===== src/hw/rv_dec_pkg.sv =====
`default_nettype none

package rv_dec_pkg;

  // Datapath width
  localparam int XLEN = 32;

  // Major opcodes, instr[6:0]
  localparam logic [6:0] OP_LOAD   = 7'b0000011;
  localparam logic [6:0] OP_STORE  = 7'b0100011;
  localparam logic [6:0] OP_RTYPE  = 7'b0110011;
  localparam logic [6:0] OP_ITYPE  = 7'b0010011;
  localparam logic [6:0] OP_BRANCH = 7'b1100011;
  localparam logic [6:0] OP_JAL    = 7'b1101111;
  localparam logic [6:0] OP_JALR   = 7'b1100111;
  localparam logic [6:0] OP_AUIPC  = 7'b0010111;
  localparam logic [6:0] OP_LUI    = 7'b0110111;
  localparam logic [6:0] OP_SYSTEM = 7'b1110011;

  // Full-word privileged encodings
  localparam logic [31:0] I_ECALL  = 32'h0000_0073;
  localparam logic [31:0] I_EBREAK = 32'h0010_0073;

  // ALU operand A source
  localparam logic [1:0] ALU_A_RS1  = 2'd0;
  localparam logic [1:0] ALU_A_ZERO = 2'd1;
  localparam logic [1:0] ALU_A_PC   = 2'd2;

  // ALU operand B source
  localparam logic ALU_B_RS2 = 1'b0;
  localparam logic ALU_B_IMM = 1'b1;

  // Writeback result source
  localparam logic [2:0] RES_ALU = 3'd0;
  localparam logic [2:0] RES_MEM = 3'd1;
  localparam logic [2:0] RES_PC4 = 3'd2;
  localparam logic [2:0] RES_TGT = 3'd3;
  localparam logic [2:0] RES_CSR = 3'd4;
  localparam logic [2:0] RES_M   = 3'd5;

  // Immediate formats, NONE for R-type and illegal words
  localparam logic [2:0] IMM_I    = 3'd0;
  localparam logic [2:0] IMM_S    = 3'd1;
  localparam logic [2:0] IMM_B    = 3'd2;
  localparam logic [2:0] IMM_U    = 3'd3;
  localparam logic [2:0] IMM_J    = 3'd4;
  localparam logic [2:0] IMM_NONE = 3'd7;

  // ALU class from the first decode step
  localparam logic [1:0] ALU_INSTR_ADD = 2'd0;
  localparam logic [1:0] ALU_INSTR_FN3 = 2'd1;

  // Resolved ALU operation
  typedef enum logic [3:0] {
    ADD,
    SUB,
    SLL,
    SLT,
    SLTU,
    XOR,
    SRL,
    SRA,
    OR,
    AND
  } alu_op_e;

  // Raw fetch word
  typedef struct packed {
    logic [31:0] word;
  } instr_t;

  // Intermediate decode record
  typedef struct packed {
    logic            reg_write;
    logic            mem_read;
    logic            mem_write;
    logic [1:0]      alu_a_src;
    logic            alu_b_src;
    logic [1:0]      alu_instr;
    logic [2:0]      res_src;
    logic [2:0]      imm_type;
    logic            is_branch;
    logic            is_jal;
    logic            is_jalr;
    logic            is_m;
    logic            is_csr;
    logic            is_ebreak;
    logic            invalid;
    logic [4:0]      rd;
    logic [4:0]      rs1;
    logic [4:0]      rs2;
    logic            rs1_used;
    logic            rs2_used;
    logic [2:0]      funct3;
    logic [6:0]      funct7;
    logic [XLEN-1:0] imm_i;
    logic [XLEN-1:0] imm_s;
    logic [XLEN-1:0] imm_b;
    logic [XLEN-1:0] imm_u;
    logic [XLEN-1:0] imm_j;
  } dec_t;

  // Final micro-op
  typedef struct packed {
    logic            reg_write;
    logic            mem_read;
    logic            mem_write;
    logic [1:0]      alu_a_src;
    logic            alu_b_src;
    alu_op_e         alu_op;
    logic [2:0]      res_src;
    logic            is_branch;
    logic            is_jal;
    logic            is_jalr;
    logic            is_m;
    logic            is_csr;
    logic            is_ebreak;
    logic            invalid;
    logic [4:0]      rd;
    logic [4:0]      rs1;
    logic [4:0]      rs2;
    logic            rs1_used;
    logic            rs2_used;
    logic [XLEN-1:0] imm;
  } uop_t;

endpackage

`default_nettype wire


===== src/hw/rv_hs_stage.sv =====
`timescale 1ns/10ps
`default_nettype none

module rv_hs_stage #(
  parameter type payload_t = logic [31:0]
) (
  input  logic     clk,
  input  logic     arst_n,
  input  logic     in_req,
  output logic     in_ack,
  input  payload_t in_data,
  output logic     out_req,
  input  logic     out_ack,
  output payload_t out_data
);

  // Stage holds an item from load until the downstream handshake returns to zero
  logic     full;
  logic     load;
  payload_t data_q;

  // New item only when empty and the last input handshake is fully closed
  assign load = !full && in_req && !in_ack;

  always_ff @(posedge clk or negedge arst_n) begin
    if (!arst_n) begin
      full    <= 1'b0;
      in_ack  <= 1'b0;
      out_req <= 1'b0;
    end else if (load) begin
      // Ack upstream and offer downstream on the same edge
      full    <= 1'b1;
      in_ack  <= 1'b1;
      out_req <= 1'b1;
    end else begin
      // Upstream dropped req
      if (in_ack && !in_req) begin
        in_ack <= 1'b0;
      end
      // Downstream took the item
      if (out_req && out_ack) begin
        out_req <= 1'b0;
      end
      // Both sides back at zero, slot is free again
      if (full && !out_req && !out_ack && !in_ack) begin
        full <= 1'b0;
      end
    end
  end

  // Payload only changes while empty, so it is stable under out_req
  always_ff @(posedge clk) begin
    if (load) begin
      data_q <= in_data;
    end
  end

  assign out_data = data_q;

endmodule

`default_nettype wire


===== src/hw/rv_idec.sv =====
`timescale 1ns/10ps
`default_nettype none

module rv_idec import rv_dec_pkg::*; #(
  parameter int ext_m = 1
) (
  input  instr_t instr,
  output dec_t   dec
);

  logic [31:0] w;
  logic [6:0]  opcode;
  logic [2:0]  funct3;
  logic [6:0]  funct7;
  logic [20:0] ctrl;
  logic        valid_op;
  logic        is_m;
  logic        is_ebreak;
  logic        bad_compressed;
  logic        bad_system;
  logic        bad_m;
  logic        invalid;

  assign w      = instr.word;
  assign opcode = w[6:0];
  assign funct3 = w[14:12];
  assign funct7 = w[31:25];

  // Control table, one row per major opcode
  // Fields: valid, rw, mr, mw, a_src, b_src, alu, res, imm, br, jal, jalr, csr, r1u, r2u
  always_comb begin
    case (opcode)
      OP_LOAD:   ctrl = {4'b1110, ALU_A_RS1, ALU_B_IMM, ALU_INSTR_ADD, RES_MEM,
                         IMM_I, 4'b0000, 2'b10};
      OP_STORE:  ctrl = {4'b1001, ALU_A_RS1, ALU_B_IMM, ALU_INSTR_ADD, RES_ALU,
                         IMM_S, 4'b0000, 2'b11};
      OP_RTYPE:  ctrl = {4'b1100, ALU_A_RS1, ALU_B_RS2, ALU_INSTR_FN3, RES_ALU,
                         IMM_NONE, 4'b0000, 2'b11};
      OP_ITYPE:  ctrl = {4'b1100, ALU_A_RS1, ALU_B_IMM, ALU_INSTR_FN3, RES_ALU,
                         IMM_I, 4'b0000, 2'b10};
      // compare only, no writeback
      OP_BRANCH: ctrl = {4'b1000, ALU_A_RS1, ALU_B_RS2, ALU_INSTR_ADD, RES_ALU,
                         IMM_B, 4'b1000, 2'b11};
      OP_JAL:    ctrl = {4'b1100, ALU_A_PC, ALU_B_IMM, ALU_INSTR_ADD, RES_PC4,
                         IMM_J, 4'b0100, 2'b00};
      OP_JALR:   ctrl = {4'b1100, ALU_A_RS1, ALU_B_IMM, ALU_INSTR_ADD, RES_PC4,
                         IMM_I, 4'b0010, 2'b10};
      // PC plus upper immediate goes out as the target result
      OP_AUIPC:  ctrl = {4'b1100, ALU_A_PC, ALU_B_IMM, ALU_INSTR_ADD, RES_TGT,
                         IMM_U, 4'b0000, 2'b00};
      OP_LUI:    ctrl = {4'b1100, ALU_A_ZERO, ALU_B_IMM, ALU_INSTR_ADD, RES_ALU,
                         IMM_U, 4'b0000, 2'b00};
      OP_SYSTEM: ctrl = {4'b1100, ALU_A_RS1, ALU_B_IMM, ALU_INSTR_ADD, RES_CSR,
                         IMM_I, 4'b0001, 2'b10};
      // Unknown opcode, inert row with valid low
      default:   ctrl = {4'b0000, ALU_A_ZERO, ALU_B_RS2, ALU_INSTR_ADD, RES_ALU,
                         IMM_NONE, 4'b0000, 2'b00};
    endcase
  end

  assign valid_op = ctrl[20];

  // M only for the exact funct7 of 0000001
  if (ext_m != 0) begin : g_ext_m
    assign is_m  = (opcode == OP_RTYPE) && (funct7 == 7'b0000001);
    assign bad_m = (opcode == OP_RTYPE) && funct7[0] && (funct7 != 7'b0000001);
  end else begin : g_no_ext_m
    assign is_m  = 1'b0;
    // Every funct7[0] R-type word is outside the base ISA
    assign bad_m = (opcode == OP_RTYPE) && funct7[0];
  end

  assign is_ebreak = (w == I_EBREAK);

  // 16-bit encodings are not supported
  assign bad_compressed = (w[1:0] != 2'b11);

  // funct3 100 is reserved, funct3 000 allows only ECALL and EBREAK
  assign bad_system = (opcode == OP_SYSTEM) &&
                      ((funct3 == 3'b100) ||
                       ((funct3 == 3'b000) && (w != I_ECALL) && (w != I_EBREAK)));

  assign invalid = bad_compressed || !valid_op || bad_system || bad_m;

  always_comb begin
    dec.reg_write = ctrl[19];
    dec.mem_read  = ctrl[18];
    dec.mem_write = ctrl[17];
    dec.alu_a_src = ctrl[16:15];
    dec.alu_b_src = ctrl[14];
    dec.alu_instr = ctrl[13:12];
    // M results come from the multiplier path
    dec.res_src   = is_m ? RES_M : ctrl[11:9];
    dec.imm_type  = ctrl[8:6];
    dec.is_branch = ctrl[5];
    dec.is_jal    = ctrl[4];
    dec.is_jalr   = ctrl[3];
    dec.is_csr    = ctrl[2];
    dec.rs1_used  = ctrl[1];
    dec.rs2_used  = ctrl[0];
    dec.is_m      = is_m;
    dec.is_ebreak = is_ebreak;
    dec.invalid   = invalid;
    // Register fields pass raw, the used flags qualify them
    dec.rd        = w[11:7];
    dec.rs1       = w[19:15];
    dec.rs2       = w[24:20];
    dec.funct3    = funct3;
    dec.funct7    = funct7;
    // All five immediates, sign extended from bit 31
    dec.imm_i     = {{(XLEN - 12) {w[31]}}, w[31:20]};
    dec.imm_s     = {{(XLEN - 12) {w[31]}}, w[31:25], w[11:7]};
    dec.imm_b     = {{(XLEN - 13) {w[31]}}, w[31], w[7], w[30:25], w[11:8], 1'b0};
    dec.imm_u     = {w[31:12], 12'b0};
    dec.imm_j     = {{(XLEN - 21) {w[31]}}, w[31], w[19:12], w[20], w[30:21], 1'b0};
  end

endmodule

`default_nettype wire


===== src/hw/rv_alu_dec.sv =====
`timescale 1ns/10ps
`default_nettype none

module rv_alu_dec import rv_dec_pkg::*; (
  input  dec_t dec,
  output uop_t uop
);

  logic is_rtype;

  // Within the FN3 class only R-type reads rs2 as operand B
  assign is_rtype = (dec.alu_b_src == ALU_B_RS2);

  always_comb begin
    // ALU operation from class, funct3 and funct7[5]
    if (dec.alu_instr == ALU_INSTR_FN3) begin
      case (dec.funct3)
        3'b000:  uop.alu_op = (is_rtype && dec.funct7[5]) ? SUB : ADD;
        3'b001:  uop.alu_op = SLL;
        3'b010:  uop.alu_op = SLT;
        3'b011:  uop.alu_op = SLTU;
        3'b100:  uop.alu_op = XOR;
        // SRAI and SRA share the funct7[5] marker
        3'b101:  uop.alu_op = dec.funct7[5] ? SRA : SRL;
        3'b110:  uop.alu_op = OR;
        default: uop.alu_op = AND;
      endcase
    end else begin
      uop.alu_op = ADD;
    end

    // One immediate per micro-op, zero when no format applies
    case (dec.imm_type)
      IMM_I:   uop.imm = dec.imm_i;
      IMM_S:   uop.imm = dec.imm_s;
      IMM_B:   uop.imm = dec.imm_b;
      IMM_U:   uop.imm = dec.imm_u;
      IMM_J:   uop.imm = dec.imm_j;
      default: uop.imm = '0;
    endcase

    uop.reg_write = dec.reg_write;
    uop.mem_read  = dec.mem_read;
    uop.mem_write = dec.mem_write;
    uop.alu_a_src = dec.alu_a_src;
    uop.alu_b_src = dec.alu_b_src;
    uop.res_src   = dec.res_src;
    uop.is_branch = dec.is_branch;
    uop.is_jal    = dec.is_jal;
    uop.is_jalr   = dec.is_jalr;
    uop.is_m      = dec.is_m;
    uop.is_csr    = dec.is_csr;
    uop.is_ebreak = dec.is_ebreak;
    uop.invalid   = dec.invalid;
    uop.rd        = dec.rd;
    uop.rs1       = dec.rs1;
    uop.rs2       = dec.rs2;
    uop.rs1_used  = dec.rs1_used;
    uop.rs2_used  = dec.rs2_used;
  end

endmodule

`default_nettype wire


===== src/hw/rv_dec_top.sv =====
`timescale 1ns/10ps
`default_nettype none

module rv_dec_top import rv_dec_pkg::*; #(
  parameter int ext_m = 1
) (
  input  logic   clk,
  input  logic   arst_n,
  input  logic   in_req,
  output logic   in_ack,
  input  instr_t in_data,
  output logic   out_req,
  input  logic   out_ack,
  output uop_t   out_data
);

  // Handshake between s_in and s_dec
  logic   req_dec;
  logic   ack_dec;
  // Handshake between s_dec and s_out
  logic   req_out;
  logic   ack_out;

  instr_t instr_q;
  dec_t   dec_d;
  dec_t   dec_q;
  uop_t   uop_d;

  // Stage 1 holds the raw word
  rv_hs_stage #(.payload_t(instr_t)) s_in (
    .clk     (clk),
    .arst_n  (arst_n),
    .in_req  (in_req),
    .in_ack  (in_ack),
    .in_data (in_data),
    .out_req (req_dec),
    .out_ack (ack_dec),
    .out_data(instr_q)
  );

  rv_idec #(.ext_m(ext_m)) u_idec (
    .instr(instr_q),
    .dec  (dec_d)
  );

  // Stage 2 holds the decode record
  rv_hs_stage #(.payload_t(dec_t)) s_dec (
    .clk     (clk),
    .arst_n  (arst_n),
    .in_req  (req_dec),
    .in_ack  (ack_dec),
    .in_data (dec_d),
    .out_req (req_out),
    .out_ack (ack_out),
    .out_data(dec_q)
  );

  rv_alu_dec u_alu_dec (
    .dec(dec_q),
    .uop(uop_d)
  );

  // Stage 3 drives the consumer port
  rv_hs_stage #(.payload_t(uop_t)) s_out (
    .clk     (clk),
    .arst_n  (arst_n),
    .in_req  (req_out),
    .in_ack  (ack_out),
    .in_data (uop_d),
    .out_req (out_req),
    .out_ack (out_ack),
    .out_data(out_data)
  );

endmodule

`default_nettype wire


===== config.mk =====
export PLATFORM = sky130hd
export DESIGN_NAME = rv_dec_top
export DESIGN_NICKNAME = d
export VERILOG_FILES = /design/src/hw/rv_dec_pkg.sv /design/src/hw/rv_hs_stage.sv /design/src/hw/rv_idec.sv /design/src/hw/rv_alu_dec.sv /design/src/hw/rv_dec_top.sv
export SDC_FILE = /design/constraint.sdc
export NUM_CORES = 1
export LEC_CHECK = 0
export ABC_AREA = 1
export ABC_CLOCK_PERIOD_IN_PS = 4100
export CORE_MARGIN = 2
export CORE_UTILIZATION = 55
export DETAILED_ROUTE_END_ITERATION = 10
export DONT_BUFFER_PORTS = 1
export MAX_ROUTING_LAYER = met4
export PLACE_DENSITY = 0.79
export SLEW_MARGIN = 20
export SYNTH_ARGS = -nofsm -noshare
export SYNTH_HDL_FRONTEND = slang
export SYNTH_SLANG_ARGS = --single-unit

===== constraint.sdc =====
create_clock -name clk -period 4.1 [get_ports clk]
set_clock_uncertainty 0.05 [all_clocks]
set_input_delay 0.205 -clock clk [delete_from_list [all_inputs] [get_ports clk]]
set_output_delay 0.205 -clock clk [all_outputs]
set_load 0.1 [all_outputs]

---- Yosys cells after proc, flatten, opt, wreduce, memory -nomap -nowiden ----
Cells that the tools add are included.
cells by class
  eq/ne operators ......................... 28
  bitwise operators ....................... 1
  reduce and logical (&&, ||, !) cells .... 56
  multiplexer cells ....................... 23
operators by type and width
  cell                    number
  $pmux W21 S10           1
  $pmux W32 S5            1
  $eq A32 B21 Y1 const B  1
  $ne A32 B21 Y1 const B  1
  $ne A32 B7 Y1 const B   1
  $eq A7 B7 Y1 const B    4
  $logic_and A1 B1 Y1     28
  $pmux W4 S7             1
  $eq A7 B6 Y1 const B    3
  $mux W1                 20
  $reduce_bool A2 Y1      9
  $eq A3 B3 Y1 const B    5
  $eq A7 B5 Y1 const B    2
  $eq A3 B2 Y1 const B    4
  $logic_not A1 Y1        12
  $logic_not A3 Y1        3
  $eq A7 B1 Y1 const B    1
  $eq A7 B2 Y1 const B    1
  $ne A7 B1 Y1 const B    1
  $eq A3 B1 Y1 const B    2
  $logic_or A1 B1 Y1      4
  $eq A2 B1 Y1 const B    1
  $ne A2 B2 Y1 const B    1
  $not A1 Y1              1
word-level totals
  output and inout port bits .............. 71
  input bits .............................. 36
  word-level logic and storage cells ...... 165
  register bits ........................... 233

---- Depth between registers and ports, before layout ----
Gate-level depths: netlist (run 1).
  word-level depth ........................ 7
  mapped depth ............................ 9
  gate-level depth less buffers ........... 9

---- Cells and area by module ----
From an unflattened synthesis (run 1), not the netlist that was laid out.
unflattened totals
  cell total of the unflattened synthesis .. 1,058
  area, all modules ....................... 13,526.7 sq um
by module, submodules not included
  module               cells an instance  instances  sequential area each (sq um)  area each (sq um)
  rv_hs_stage (s_dec)  222                1          6,321.1                       6,383.6
  rv_hs_stage (s_out)  83                 1          2,147.1                       2,209.6
  rv_alu_dec           417                1          0.0                           1,985.7
  rv_idec              290                1          0.0                           1,849.3
  rv_hs_stage (s_in)   46                 1          1,036.0                       1,098.6

---- Least setup slack after synthesis (run 1) ----
No wires, ideal clock.
  kind .................................... reg-to-reg
  start point ............................. register s_dec.in_ack
  end point ............................... register s_dec.full
  data required time ...................... 3.966 ns
  setup slack ............................. -0.227 ns
  buffers on the path ..................... 0
  clock period less this slack ............ 4.327 ns
  data arrival time ....................... 4.194 ns
  cell stages (with the launch flop) ...... 4
  library setup time ...................... 0.084 ns
  cells stage by stage .................... dfrtp_1 nor3_1 inv_1 nand2_1
between the ends
  longest elaborated chain between the ends .. 3
  elaborated cells between the ends (all ways) .. 5
  those cells by class .................... mux (1); reduce/logical (4)
RTL lines
  item                                                  line               RTL
  start: declaration                                    rv_hs_stage.sv:10  output logic in_ack,
  start signal: assignment                              rv_hs_stage.sv:28  in_ack <= 1'b0;
  start signal: assignment                              rv_hs_stage.sv:33  in_ack <= 1'b1;
  start signal: assignment                              rv_hs_stage.sv:38  in_ack <= 1'b0;
  $logic_not A1 Y1 *                                    rv_hs_stage.sv:23  assign load = !full && in_req && !in_ack;
  $logic_and A1 B1 Y1 *                                 rv_hs_stage.sv:23
  net s_dec.load                                        rv_hs_stage.sv:19  logic load;
  $mux W1 / $reduce_bool A2 Y1 (equally long branches)  n/a
  end signal: assignment                                rv_hs_stage.sv:27  full <= 1'b0;
  end signal: assignment                                rv_hs_stage.sv:32  full <= 1'b1;
  end signal: assignment                                rv_hs_stage.sv:46  full <= 1'b0;
  end: declaration                                      rv_hs_stage.sv:18  logic full;
Mark *: on every way through the listed nets, which the timed path passes. The rest lies on a longest branch.
A chain may end at the register's enable or synchronous reset.

---- Final worst setup path (run 1) ----
  start point ............................. register s_out.in_ack
  end point ............................... register s_out.full
between the ends
  longest elaborated chain between the ends .. 3
  elaborated cells between the ends (all ways) .. 5
  those cells by class .................... mux (1); reduce/logical (4)
RTL lines
  item                                                  line
  start: declaration                                    rv_hs_stage.sv:10
  start signal: assignment                              rv_hs_stage.sv:28
  start signal: assignment                              rv_hs_stage.sv:33
  start signal: assignment                              rv_hs_stage.sv:38
  $logic_not A1 Y1 *                                    rv_hs_stage.sv:23
  $logic_and A1 B1 Y1 *                                 rv_hs_stage.sv:23
  net s_out.load                                        rv_hs_stage.sv:19
  $mux W1 / $reduce_bool A2 Y1 (equally long branches)  n/a
  end signal: assignment                                rv_hs_stage.sv:27
  end signal: assignment                                rv_hs_stage.sv:32
  end signal: assignment                                rv_hs_stage.sv:46
  end: declaration                                      rv_hs_stage.sv:18
Marked as above.

==> summary.txt, run 1 <==
Min path
  – Hold Path Class: in2reg

Worst setup path
  – Crit end category: flop
  – Slowest-stage cell, CP: buf_4
  – CP Data Required Time: roughly 4.5 ns
  – Crit Path Category: reg2reg
  – Crit path arrival time: between 2 and 3 ns
  – Startpoint Class: flop
  – Delay of the slowest cell on the worst path: between 0.6 and 0.7 ns
  – Crit-path most repeated cell: inv_1
  – CP Max Fanout: 51
  – Critical path, cell by cell: inv_1, nand2_1, nor2_4, buf_4, inv_1, o21ai_0

Outcome
  – Outcome: completed

Routing
  – First DRT Iteration DRCs: 243
  – DRC: 0
  – WL final: roughly 10 mm
  – WL/cell: 17.5 microns
  – Vias per inst: approximately 5.3
  – ANT nets after route: 0
  – Total number of vias: slightly above 3k
  – Initial DRT Pass Iterations: 4

Logic synthesis
  – Post-Synth Simple-Gate Area: 0.130
  – Synth Area per Inst: about 15 sq um
  – Yosys warns: 0
  – Post-synth cell types: 30
  – Number of synthesized register bits: ~160
  – Sequential fraction of the synthesis area: 0.815
  – Syn Std Cell Area: ~5700 sq um
  – Async SR Flop Fraction: 0.0573
  – Complex-gate fraction of the synthesized area: 0.0262
  – Syn_nets: roughly 420
  – Synth Area in Adders: 0
  – Combinational family with the most area after synthesis: simple AND/OR/NAND/NOR gates
  – Proportion of synthesized area in mux cells: 0
  – Post-synthesis cell count: 379
  – Most used DFF post-synth: edfxtp_1
  – EDFF count, synth: 148
  – Synth Area in XOR/XNOR: 0

CTS
  – CTS tree: done
  – Clock Latency Late Sink: approximately 0.52 ns
  – H-tree depth: 4
  – Clock buffer depth: 2
  – CTS Buf Count: 17
  – Clock-pin slew on the worst setup and hold paths: approximately 0.060 ns
  – Postcts setup bufs: 0
  – Sink Count: 157
  – Clk root buf: clkbuf_8

Cells and area
  – P&R area growth vs syn: 20.9%
  – Proportion of layout cells with a drive suffix above 1: 0.150
  – Antenna Cells: 0
  – Fill count: about 650
  – Commonest non-fill, non-tap cells in the layout: edfxtp_1, nand2_1, dlygate4sd3_1, nor2_1, inv_1
  – NumNets Final: 471
  – Most common cell after layout, fill and taps aside: edfxtp_1

Placed design
  – Number of buffers added on ports: 0
  – GPL Wtd Cong: about 0.86
  – Dpl hpwl: just under 7 mm

Global route
  – Total GRT Usage: 0.201
  – Vias in the first global route: roughly 3.1k
  – First-pass GRT wire length: about 16 mm
  – Initial antenna violation count: 0
  – Grt total ovfl: 0
  – Largest net degree at the start of global routing: 52

Timing
  – Slew Limit Fails: 0
  – Fin crit period: 2.18 ns
  – Final period util: 0.532
  – Max Freq: about 460 MHz
  – # setup viols final: 0
  – Slew Limit Headroom: 0.350
  – RSZ-0062 raised after global routing: false
  – Final setup TNS: 0 ns
  – Final Hold Vio Count: 0
  – Worst slew pin tran: 0.975 ns

Die
  – Initial Util: 0.560
  – IO Pins: 107
  – Die height: ~110 microns
  – Cell Rows: 37
  – Die area: 11,300 sq um
  – Core region area: about 10,000 sq um
  – Die W: ~110 microns

Flow run
  – Max-Cap Viols: 0
==> per-stage QoR <==
step                utilization  instances  hold slack, ns  worst slack, ns  instance area (sq um)
detailed placement        0.579        516          -0.140             1.92                   5930
global placement          0.579        516          -0.140             2.07                   5930
finish                    0.677        584           0.192             1.92                   6930
floorplan                     -        379          -0.141            0.121                   5740
global route              0.677        584           0.203             1.75                   6930
CTS                       0.677        584           0.173             1.90                   6930
==> cell usage after synthesis, types with 3 or more instances <==
cell / number / share of area
nand4_1: 5 / 0.0055
o21ai_1: 3 / 0.0026
a22o_1: 4 / 0.0061
nand2_2: 5 / 0.0055
nor2_2: 6 / 0.0066
o21ai_0: 7 / 0.0061
inv_1: 29 / 0.019
dfrtp_1: 9 / 0.039
nor2_1: 32 / 0.021
nand3_1: 13 / 0.011
nor2_4: 3 / 0.0059
edfxtp_1: 148 / 0.78
nand2_1: 79 / 0.052
nand2_4: 3 / 0.0059
inv_2: 8 / 0.0052
nor3_1: 8 / 0.0070
==> path summary, 6_finish.rpt <==
check                      slack [ns]                            to  depth (start not counted)                           from
max                              1.92        s_out.full$_DFFE_PN0P_                          6       s_out.in_ack$_DFFE_PN0P_
min                              0.19       s_in.in_ack$_DFFE_PN0P_                          5                         in_req
max reg2reg                      1.92        s_out.full$_DFFE_PN0P_                          6       s_out.in_ack$_DFFE_PN0P_
min reg2reg                      0.37  s_out.out_data[53]$_DFFE_PP_                          0  s_dec.out_data[191]$_DFFE_PP_
max in group asynchronous        3.20        s_dec.full$_DFFE_PN0P_                          2                         arst_n
min in group asynchronous        0.53     s_out.out_req$_DFFE_PN0P_                          2                         arst_n
==> area by class of cell <==
class | instances | area, sq um | share of cell area
Clock buffer | 20 | 425 | 0.0614
Clock inverter | 12 | 216 | 0.0312
Inverter | 38 | 145 | 0.0209
Multi-Input combinational cell | 182 | 921 | 0.133
Sequential cell | 157 | 4670 | 0.674
Tap cell | 136 | 170 | 0.0246
Timing Repair Buffer | 39 | 383 | 0.0552
==> critical path, delay by kind of cell, from the launching register on <==
family                 cells  cell delay [ns]
AND/OR/NAND/NOR            2             0.57
buffers and inverters      3             0.85
flip-flops                 1             0.41
AO/OA/AOI/OAI              1             0.15
==> cell families after synthesis <==
kind of cell / Yosys count
AND/OR/NAND/NOR: 160
flip-flops: 157
buffers and inverters: 40
AO/OA/AOI/OAI: 22
==> timing repair <==
action | in CTS | in global routing
hold buffers | 36 | 0
gates resized for setup | 0 | 0
endpoints found under the hold margin | 44 | 0
==> registers in the layout, indices dropped and copies added (netlist names) <==
name,flops
s_in.out_req,1
s_out.in_ack,1
s_out.out_data,69
s_in.full,1
s_dec.full,1
s_dec.out_req,1
s_out.out_req,1
s_dec.out_data,47
s_in.in_ack,1
s_out.full,1
s_in.out_data,32
s_dec.in_ack,1
==> per-layer routing <==
metal	track usage	share of wire	vias up
met5	-	0	-
met4	0.114	0.024	0
met3	0.0552	0.049	18
met2	0.327	0.53	112
met1	0.226	0.40	1498
li1	-	-	1449
Power of run 1 is not shown: default switching activity piles up to over one toggle a cycle in this logic, so the estimate is an artifact.
==> inputs of run 2 (changes only) <==
- ABC_AREA: 1 -> 0
- ABC_CLOCK_PERIOD_IN_PS: 4100 -> 2000
- clock period: 4.1 -> 2 ns (I/O delays scaled with it)
==> run 2 against run 1 <==
  * Final area up 9.0%
  * Synthesized cell count down 7.7%
  * Final cell count up 5.8%
  * First-iteration DRC count down 4.9%
  * Largest cell class unchanged
==> summary.txt, run 2 <==
Logic synthesis
  – Syn_nets: 386 (was 415)
  – Synth Area per Inst: 16.8 sq um (was 15.1 sq um)
  – Cell with the most instances after synthesis: edfxtp_1 (unchanged)
  – Post-synth cell types: 53 (was 30)
  – Synth top area share: 0.757 (was 0.776)
  – Post-synthesis cell count: 350 (was 379)
  – EDFF count, synth: 148 (unchanged)
  – Syn Std Cell Area: 5870 sq um (was 5730 sq um)
  – Most used DFF post-synth: edfxtp_1 (unchanged)
  – Sequential fraction of the synthesis area: 0.796 (was 0.815)
  – Yosys warns: 0 (unchanged)
  – Number of synthesized register bits: 157 (unchanged)
  – Async SR Flop Fraction: 0.0573 (unchanged)
  – Yosys top cell by area: edfxtp_1 (unchanged)
  – Synth area leaders: edfxtp_1, dfrtp_1, a21oi_1, a21o_1, nand2_1 (was edfxtp_1, nand2_1, dfrtp_1, nor2_1, inv_1)
  – Most frequent cells after synthesis: edfxtp_1, nand2_1, a21oi_1, inv_1, a21o_1 (was edfxtp_1, nand2_1, nor2_1, inv_1, nand3_1)

Placed design
  – Number of buffers added on ports: 0 (unchanged)
  – GPL Wtd Cong: 0.898 (was 0.858)
  – Inst Count DP: 549 (was 516)
  – Dpl hpwl: 7.40 mm (was 6.89 mm)

Worst setup path
  – Startpoint Class: flop (unchanged)
  – FF-to-FF Start: s_dec.out_data[195]$_DFFE_PP_ (was s_out.in_ack$_DFFE_PN0P_)
  – CP Max Fanout: 11 (was 51)
  – Worst r2r path cells: 3 (was 6)
  – Crit Path Category: reg2reg (unchanged)
  – Crit end category: flop (unchanged)
  – Crit path arrival time: 2.09 ns (was 2.55 ns)
  – Setup slack, reg-to-reg: 0.23 ns (was 1.92 ns)
  – Critical Path End: s_out.out_data[20]$_DFFE_PP_ (was s_out.full$_DFFE_PN0P_)
  – CP Data Required Time: 2.32 ns (was 4.47 ns)
  – Crit path launch: s_dec.out_data[195]$_DFFE_PP_ (was s_out.in_ack$_DFFE_PN0P_)
  – Reg-to-Reg End: s_out.out_data[20]$_DFFE_PP_ (was s_out.full$_DFFE_PN0P_)

CTS
  – CTS Buf Count: 17 (unchanged)
  – Sink Count: 157 (unchanged)
  – H-tree depth: 4 (unchanged)
  – Clk root buf: clkbuf_8 (unchanged)
  – CTS tree: done (unchanged)
  – Clock Latency Late Sink: 0.51 ns (was 0.52 ns)
  – Postcts setup bufs: 0 (unchanged)
  – Clock-pin slew on the worst setup and hold paths: 0.06 ns (about the same)
  – Clock buffer depth: 2 (unchanged)

Outcome
  – Outcome: completed (unchanged)

Die
  – Die W: 107 microns (was 106 microns)
  – Die area: 11,500 sq um (was 11,300 sq um)
  – Cell Rows: 37 (unchanged)
  – Core region area: 10,300 sq um (was 10,200 sq um)
  – Die height: 107 microns (was 106 microns)
  – Initial Util: 0.569 (was 0.560)
  – IO Pins: 107 (unchanged)

Global route
  – Grt total ovfl: 0 (unchanged)
  – Initial antenna violation count: 1 (was 0)
  – Largest net degree at the start of global routing: 48 (was 52)
  – First-pass GRT wire length: 17.0 mm (was 16.0 mm)
  – Vias in the first global route: 3,303 (was 3,104)
  – Total GRT Usage: 0.207 (was 0.201)

Pwr
  – Power Dens Cells: around 1800 nW/um^2
  – VDD IR-drop max: around 0.0012 V
  – Total Power: between 10 and 15 mW
  – Leakage dissipation: around 2.8 nW

Timing
  – Slew Limit Fails: 0 (unchanged)
  – Slew Limit Headroom: 0.485 (was 0.350)
  – RSZ-0062 raised after global routing: false (unchanged)
  – # setup viols final: 0 (unchanged)
  – Max Freq: 566 MHz (was 458 MHz)
  – Worst slew pin tran: 0.771 ns (was 0.975 ns)
  – Final Hold Vio Count: 0 (unchanged)
  – Final period util: 0.883 (was 0.532)
  – Fin crit period: 1.77 ns (was 2.18 ns)

Cells and area
  – Commonest non-fill, non-tap cells in the layout: edfxtp_1, buf_4, dlygate4sd3_1, nand2_1, a21oi_1 (was edfxtp_1, nand2_1, dlygate4sd3_1, nor2_1, inv_1)
  – Most common cell after layout, fill and taps aside: edfxtp_1 (unchanged)
  – NumNets Final: 504 (was 471)
  – Proportion of layout cells with a drive suffix above 1: 0.262 (was 0.150)
  – Non-Filler Instances: 618 (was 584)
  – P&R area growth vs syn: 28.7% (was 20.9%)
  – Max reg flops: 69 (unchanged)

Routing
  – DRC: 0 (unchanged)
  – First DRT Iteration DRCs: 231 (was 243)
  – WL final: 10.7 mm (was 10.2 mm)
  – Total number of vias: 3,361 (was 3,077)
  – WL/cell: 17.2 microns (was 17.5 microns)
  – Initial DRT Pass Iterations: 5 (was 4)
  – ANT nets after route: 0 (unchanged)
  – Vias per inst: 5.44 (was 5.27)

Min path
  – Hold Path Class: in2reg (unchanged)
  – Hold Crit Start: in_data[7] (was in_req)

Flow run
  – Max-Cap Viols: 0 (unchanged)
run 2: changes by cell type after synthesis, moves of 6 or more:
| cell | delta |
|---|---|
| a21o_1 | +12 |
| a21oi_1 | +19 |
| and2_1 | +8 |
| inv_1 | -16 |
| inv_2 | -8 |
| nand2_1 | -57 |
| nand3_1 | -10 |
| nor2_1 | -23 |
| nor2_2 | -6 |
| nor2b_1 | +7 |
| o22ai_1 | +9 |
run 2: cells by family after synthesis:
group	count (synthesis)	share of synthesized area
flip-flops	157	0.796
XOR/XNOR	3	0.00448
AO/OA/AOI/OAI	71	0.0804
AND/OR/NAND/NOR	84	0.0842
multiplexers	4	0.00682
buffers and inverters	31	0.0286
run 2: what timing repair did:
action                                 in CTS  in global routing
endpoints found under the hold margin      46                  0
hold buffers                               36                  0
resized for setup                           0                  0
run 2: how the worst min path moves through the flow:
| stage | endpoint | cells after the start |
|---|---|---|
| CTS | s_in.out_data[0]$_DFFE_PP_ | 1 |
| detailed placement | s_out.in_ack$_DFFE_PN0P_ | 0 |
| finish | s_in.out_data[7]$_DFFE_PP_ | 1 |
| global placement | s_out.in_ack$_DFFE_PN0P_ | 0 |
| floorplan | s_dec.full$_DFFE_PN0P_ | 0 |
| global route | s_in.out_data[6]$_DFFE_PP_ | 1 |
run 2: per-layer routing:
layer / vias to the layer above / track usage / routed length (microns) / share of wire
li1: 1571 / - / - / -
met1: 1604 / 0.247 / 4150 / 0.39
met2: 170 / 0.335 / 5560 / 0.52
met3: 16 / 0.0654 / 754 / 0.071
met4: 0 / 0.0788 / 191 / 0.018
met5: - / - / 0 / 0
run 2: report_power, final:
group	internal [mW]	switching, mW
clock	2.07	1.19
sequential	4.83	0.460
combinational	0.921	3.91
total	7.82	5.56
run 2: critical path, stage by stage, from the launching register on:
cell and delay, ns:
edfxtp_1 0.52, and2_1 0.20, nor2b_1 0.63, a21o_1 0.24
run 2: final cells by class:
cell class,instances,area [sq um]
inverter,13,60.1
tap,136,170
clock inverter,13,189
sequential,157,4670
timing repair buffer,117,993
clock buffer,19,432
antenna,1,2.50
multi-input combinational,162,1030
fill,611,2770
run 2: through the flow:
step	setup TNS (ns)	worst slack [ns]	area [sq um]	hold slack [ns]	util
floorplan	-0.352	-0.00510	5880	-0.246	-
global placement	0	0.268	6570	-0.245	0.636
detailed placement	0	0.250	6570	-0.245	0.636
CTS	0	0.216	7550	0.132	0.731
global route	0	0.0892	7550	0.133	0.732
finish	0	0.234	7550	0.162	0.732
(Power assumes the default switching activity.)
==> inputs of run 3 (changes only) <==
- CORE_UTILIZATION: 55 -> 36
- PLACE_DENSITY: 0.79 -> 0.58
==> run 3 against run 2 <==
  * Global-route usage shrank 6.8 points
  * Final area up 1.5%
  * Final cell count up 12%
  * Total power increased by 1.5%
  * Worst setup slack got worse by 0.046 ns
  * Worst hold slack better by 0.091 ns
  * Sequential power about the same
  * Sequential cell count stayed put
  * Sequential share of layout area down 0.94 points
  * Non-clock buffer count shrank 2
  * Critical path depth shrank 1
==> summary.txt, run 3 (synthesized netlist as in run 2, its figures left out) <==
Outcome
  – Outcome: completed (unchanged)

CTS
  – CTS tree: done (unchanged)
  – Clock Latency Late Sink: 0.42 ns (was 0.51 ns)
  – CTS Buf Count: 17 (unchanged)
  – Clk root buf: clkbuf_16 (was clkbuf_8)
  – Clock buffer depth: 2 (unchanged)
  – Clock-pin slew on the worst setup and hold paths: 0.06 ns (about the same)
  – H-tree depth: 4 (unchanged)
  – Sink Count: 157 (unchanged)

Routing
  – Total number of vias: 3,287 (was 3,361)
  – WL final: 11.4 mm (was 10.7 mm)
  – ANT nets after route: 0 (unchanged)
  – Vias per inst: 4.73 (was 5.44)
  – Initial DRT Pass Iterations: 4 (was 5)
  – DRC: 0 (unchanged)
  – WL/cell: 16.4 microns (was 17.2 microns)
  – First DRT Iteration DRCs: 309 (was 231)

Timing
  – Slew Limit Fails: 0 (unchanged)
  – Slew Limit Headroom: 0.427 (was 0.485)
  – # setup viols final: 0 (unchanged)
  – Worst slew pin tran: 0.857 ns (was 0.771 ns)
  – Fin crit period: 1.81 ns (was 1.77 ns)
  – RSZ-0062 raised after global routing: false (unchanged)
  – Final WS setup: 0.188 ns (was 0.234 ns)
  – Final period util: 0.906 (was 0.883)
  – Max Freq: 552 MHz (was 566 MHz)
  – Final Hold Vio Count: 0 (unchanged)

Min path
  – Hold Path Class: in2reg (unchanged)
  – Hold Crit Start: in_data[4] (was in_data[7])

Pwr
  – VDD IR-drop max: 0.000687 V (was 0.00117 V)
  – Power Dens Cells: 1770 nW/um^2 (about the same)
  – Leakage dissipation: 2.82 nW (about the same)

Die
  – IO Pins: 107 (unchanged)
  – Core region area: 15,900 sq um (was 10,300 sq um)
  – Initial Util: 0.369 (was 0.569)
  – Die height: 132 microns (was 107 microns)
  – Die W: 132 microns (was 107 microns)
  – Die area: 17,300 sq um (was 11,500 sq um)
  – Cell Rows: 46 (was 37)

Placed design
  – Place WS: 0.201 ns (was 0.250 ns)
  – GPL Wtd Cong: 0.895 (was 0.898)
  – Dpl hpwl: 7.93 mm (was 7.40 mm)
  – Number of buffers added on ports: 0 (unchanged)
  – Inst Count DP: 627 (was 549)

Worst setup path
  – Crit path launch: s_dec.out_data[196]$_DFFE_PP_ (was s_dec.out_data[195]$_DFFE_PP_)
  – Slowest-stage cell, CP: nor2b_1 (unchanged)
  – Crit Path Category: reg2reg (unchanged)
  – WP buf/inv: 0 (unchanged)
  – Top delay family on crit path: simple AND/OR/NAND/NOR gates (unchanged)
  – Startpoint Class: flop (unchanged)
  – Delay of the slowest cell on the worst path: 0.77 ns (was 0.63 ns)
  – Setup slack, reg-to-reg: 0.19 ns (was 0.23 ns)
  – CP Data Required Time: 2.24 ns (was 2.32 ns)
  – Crit path arrival time: 2.05 ns (was 2.09 ns)
  – FF-to-FF Start: s_dec.out_data[196]$_DFFE_PP_ (was s_dec.out_data[195]$_DFFE_PP_)
  – CP Max Fanout: 16 (was 11)
  – Crit end category: flop (unchanged)
  – Critical path, cell by cell: nor2b_1, a21o_1 (was and2_1, nor2b_1, a21o_1)

Cells and area
  – Non-Filler Instances: 695 (was 618)
  – Antenna Cells: 0 (was 1)
  – Commonest non-fill, non-tap cells in the layout: edfxtp_1, buf_4, dlygate4sd3_1, nand2_1, a21oi_1 (unchanged)
  – P&R area growth vs syn: 30.7% (was 28.7%)
  – Most common cell after layout, fill and taps aside: edfxtp_1 (unchanged)
  – Max reg flops: 69 (unchanged)
  – Proportion of layout cells with a drive suffix above 1: 0.253 (was 0.262)
  – NumNets Final: 502 (was 504)

Global route
  – Total GRT Usage: 0.140 (was 0.207)
  – Vias in the first global route: 3,256 (was 3,303)
  – Grt total ovfl: 0 (unchanged)
  – Initial antenna violation count: 0 (was 1)
  – Largest net degree at the start of global routing: 70 (was 48)
  – First-pass GRT wire length: 17.8 mm (was 17.0 mm)

Flow run
  – Max-Cap Viols: 0 (unchanged)
[run 3: changes by cell type in the layout (fill, tap and decap cells not counted), sizes merged]
cell,previous run,this run
inv,12,10
buf,81,79
clkinvlp,4,5
clkinv,6,4
diode,1,0
bufinv,4,5
clkbuf,19,21
[run 3: report_power, final]
part | total (mW) | leakage (nW) | switching, mW | internal [mW]
logic | 4.82 | 1.03 | 3.91 | 0.906
registers | 5.28 | 1.48 | 0.453 | 4.83
clock network | 3.48 | 0.305 | 1.24 | 2.24
[run 3: final timing paths]
path	to	cells past startpoint
min reg2reg	s_out.out_data[64]$_DFFE_PP_	0
max	s_out.out_data[27]$_DFFE_PP_	2
min in group asynchronous	s_dec.full$_DFFE_PN0P_	2
max in group asynchronous	s_in.in_ack$_DFFE_PN0P_	2
min	s_in.out_data[4]$_DFFE_PP_	1
max reg2reg	s_out.out_data[27]$_DFFE_PP_	2
[run 3: repair_timing]
| action | CTS | global route |
|---|---|---|
| endpoints found under the hold margin | 46 | 0 |
| resized for setup | 0 | 0 |
| buffers inserted | 0 | 0 |
| hold buffers | 36 | 0 |
[run 3: metal layers]
layer	global-route usage	share of wire	vias up
met5	-	0	-
met4	0.0574	0.015	0
met3	0.0463	0.048	16
met2	0.216	0.49	112
met1	0.170	0.45	1600
li1	-	-	1559
[run 3: final cells by class]
cell class,instances,area [sq um]
fillers,1381,8220
flip-flops and latches,157,4670
multi-input cells,162,1030
repair buffers,115,991
clock buffers,21,450
well taps,216,270
clock inverters,11,191
inverters,13,60.1
[run 3: through the flow]
stage	utilization	total power, mW	hold slack [ns]	setup TNS [ns]	instance area [sq um]
finish	0.483	13.6	0.253	0	7670
global route	0.483	14.1	0.231	0	7670
CTS	0.483	13.7	0.225	0	7670
detailed placement	0.420	10.2	-0.245	0	6670
global placement	0.420	10.1	-0.245	0	6670
floorplan	-	9.05	-0.246	-0.352	5880
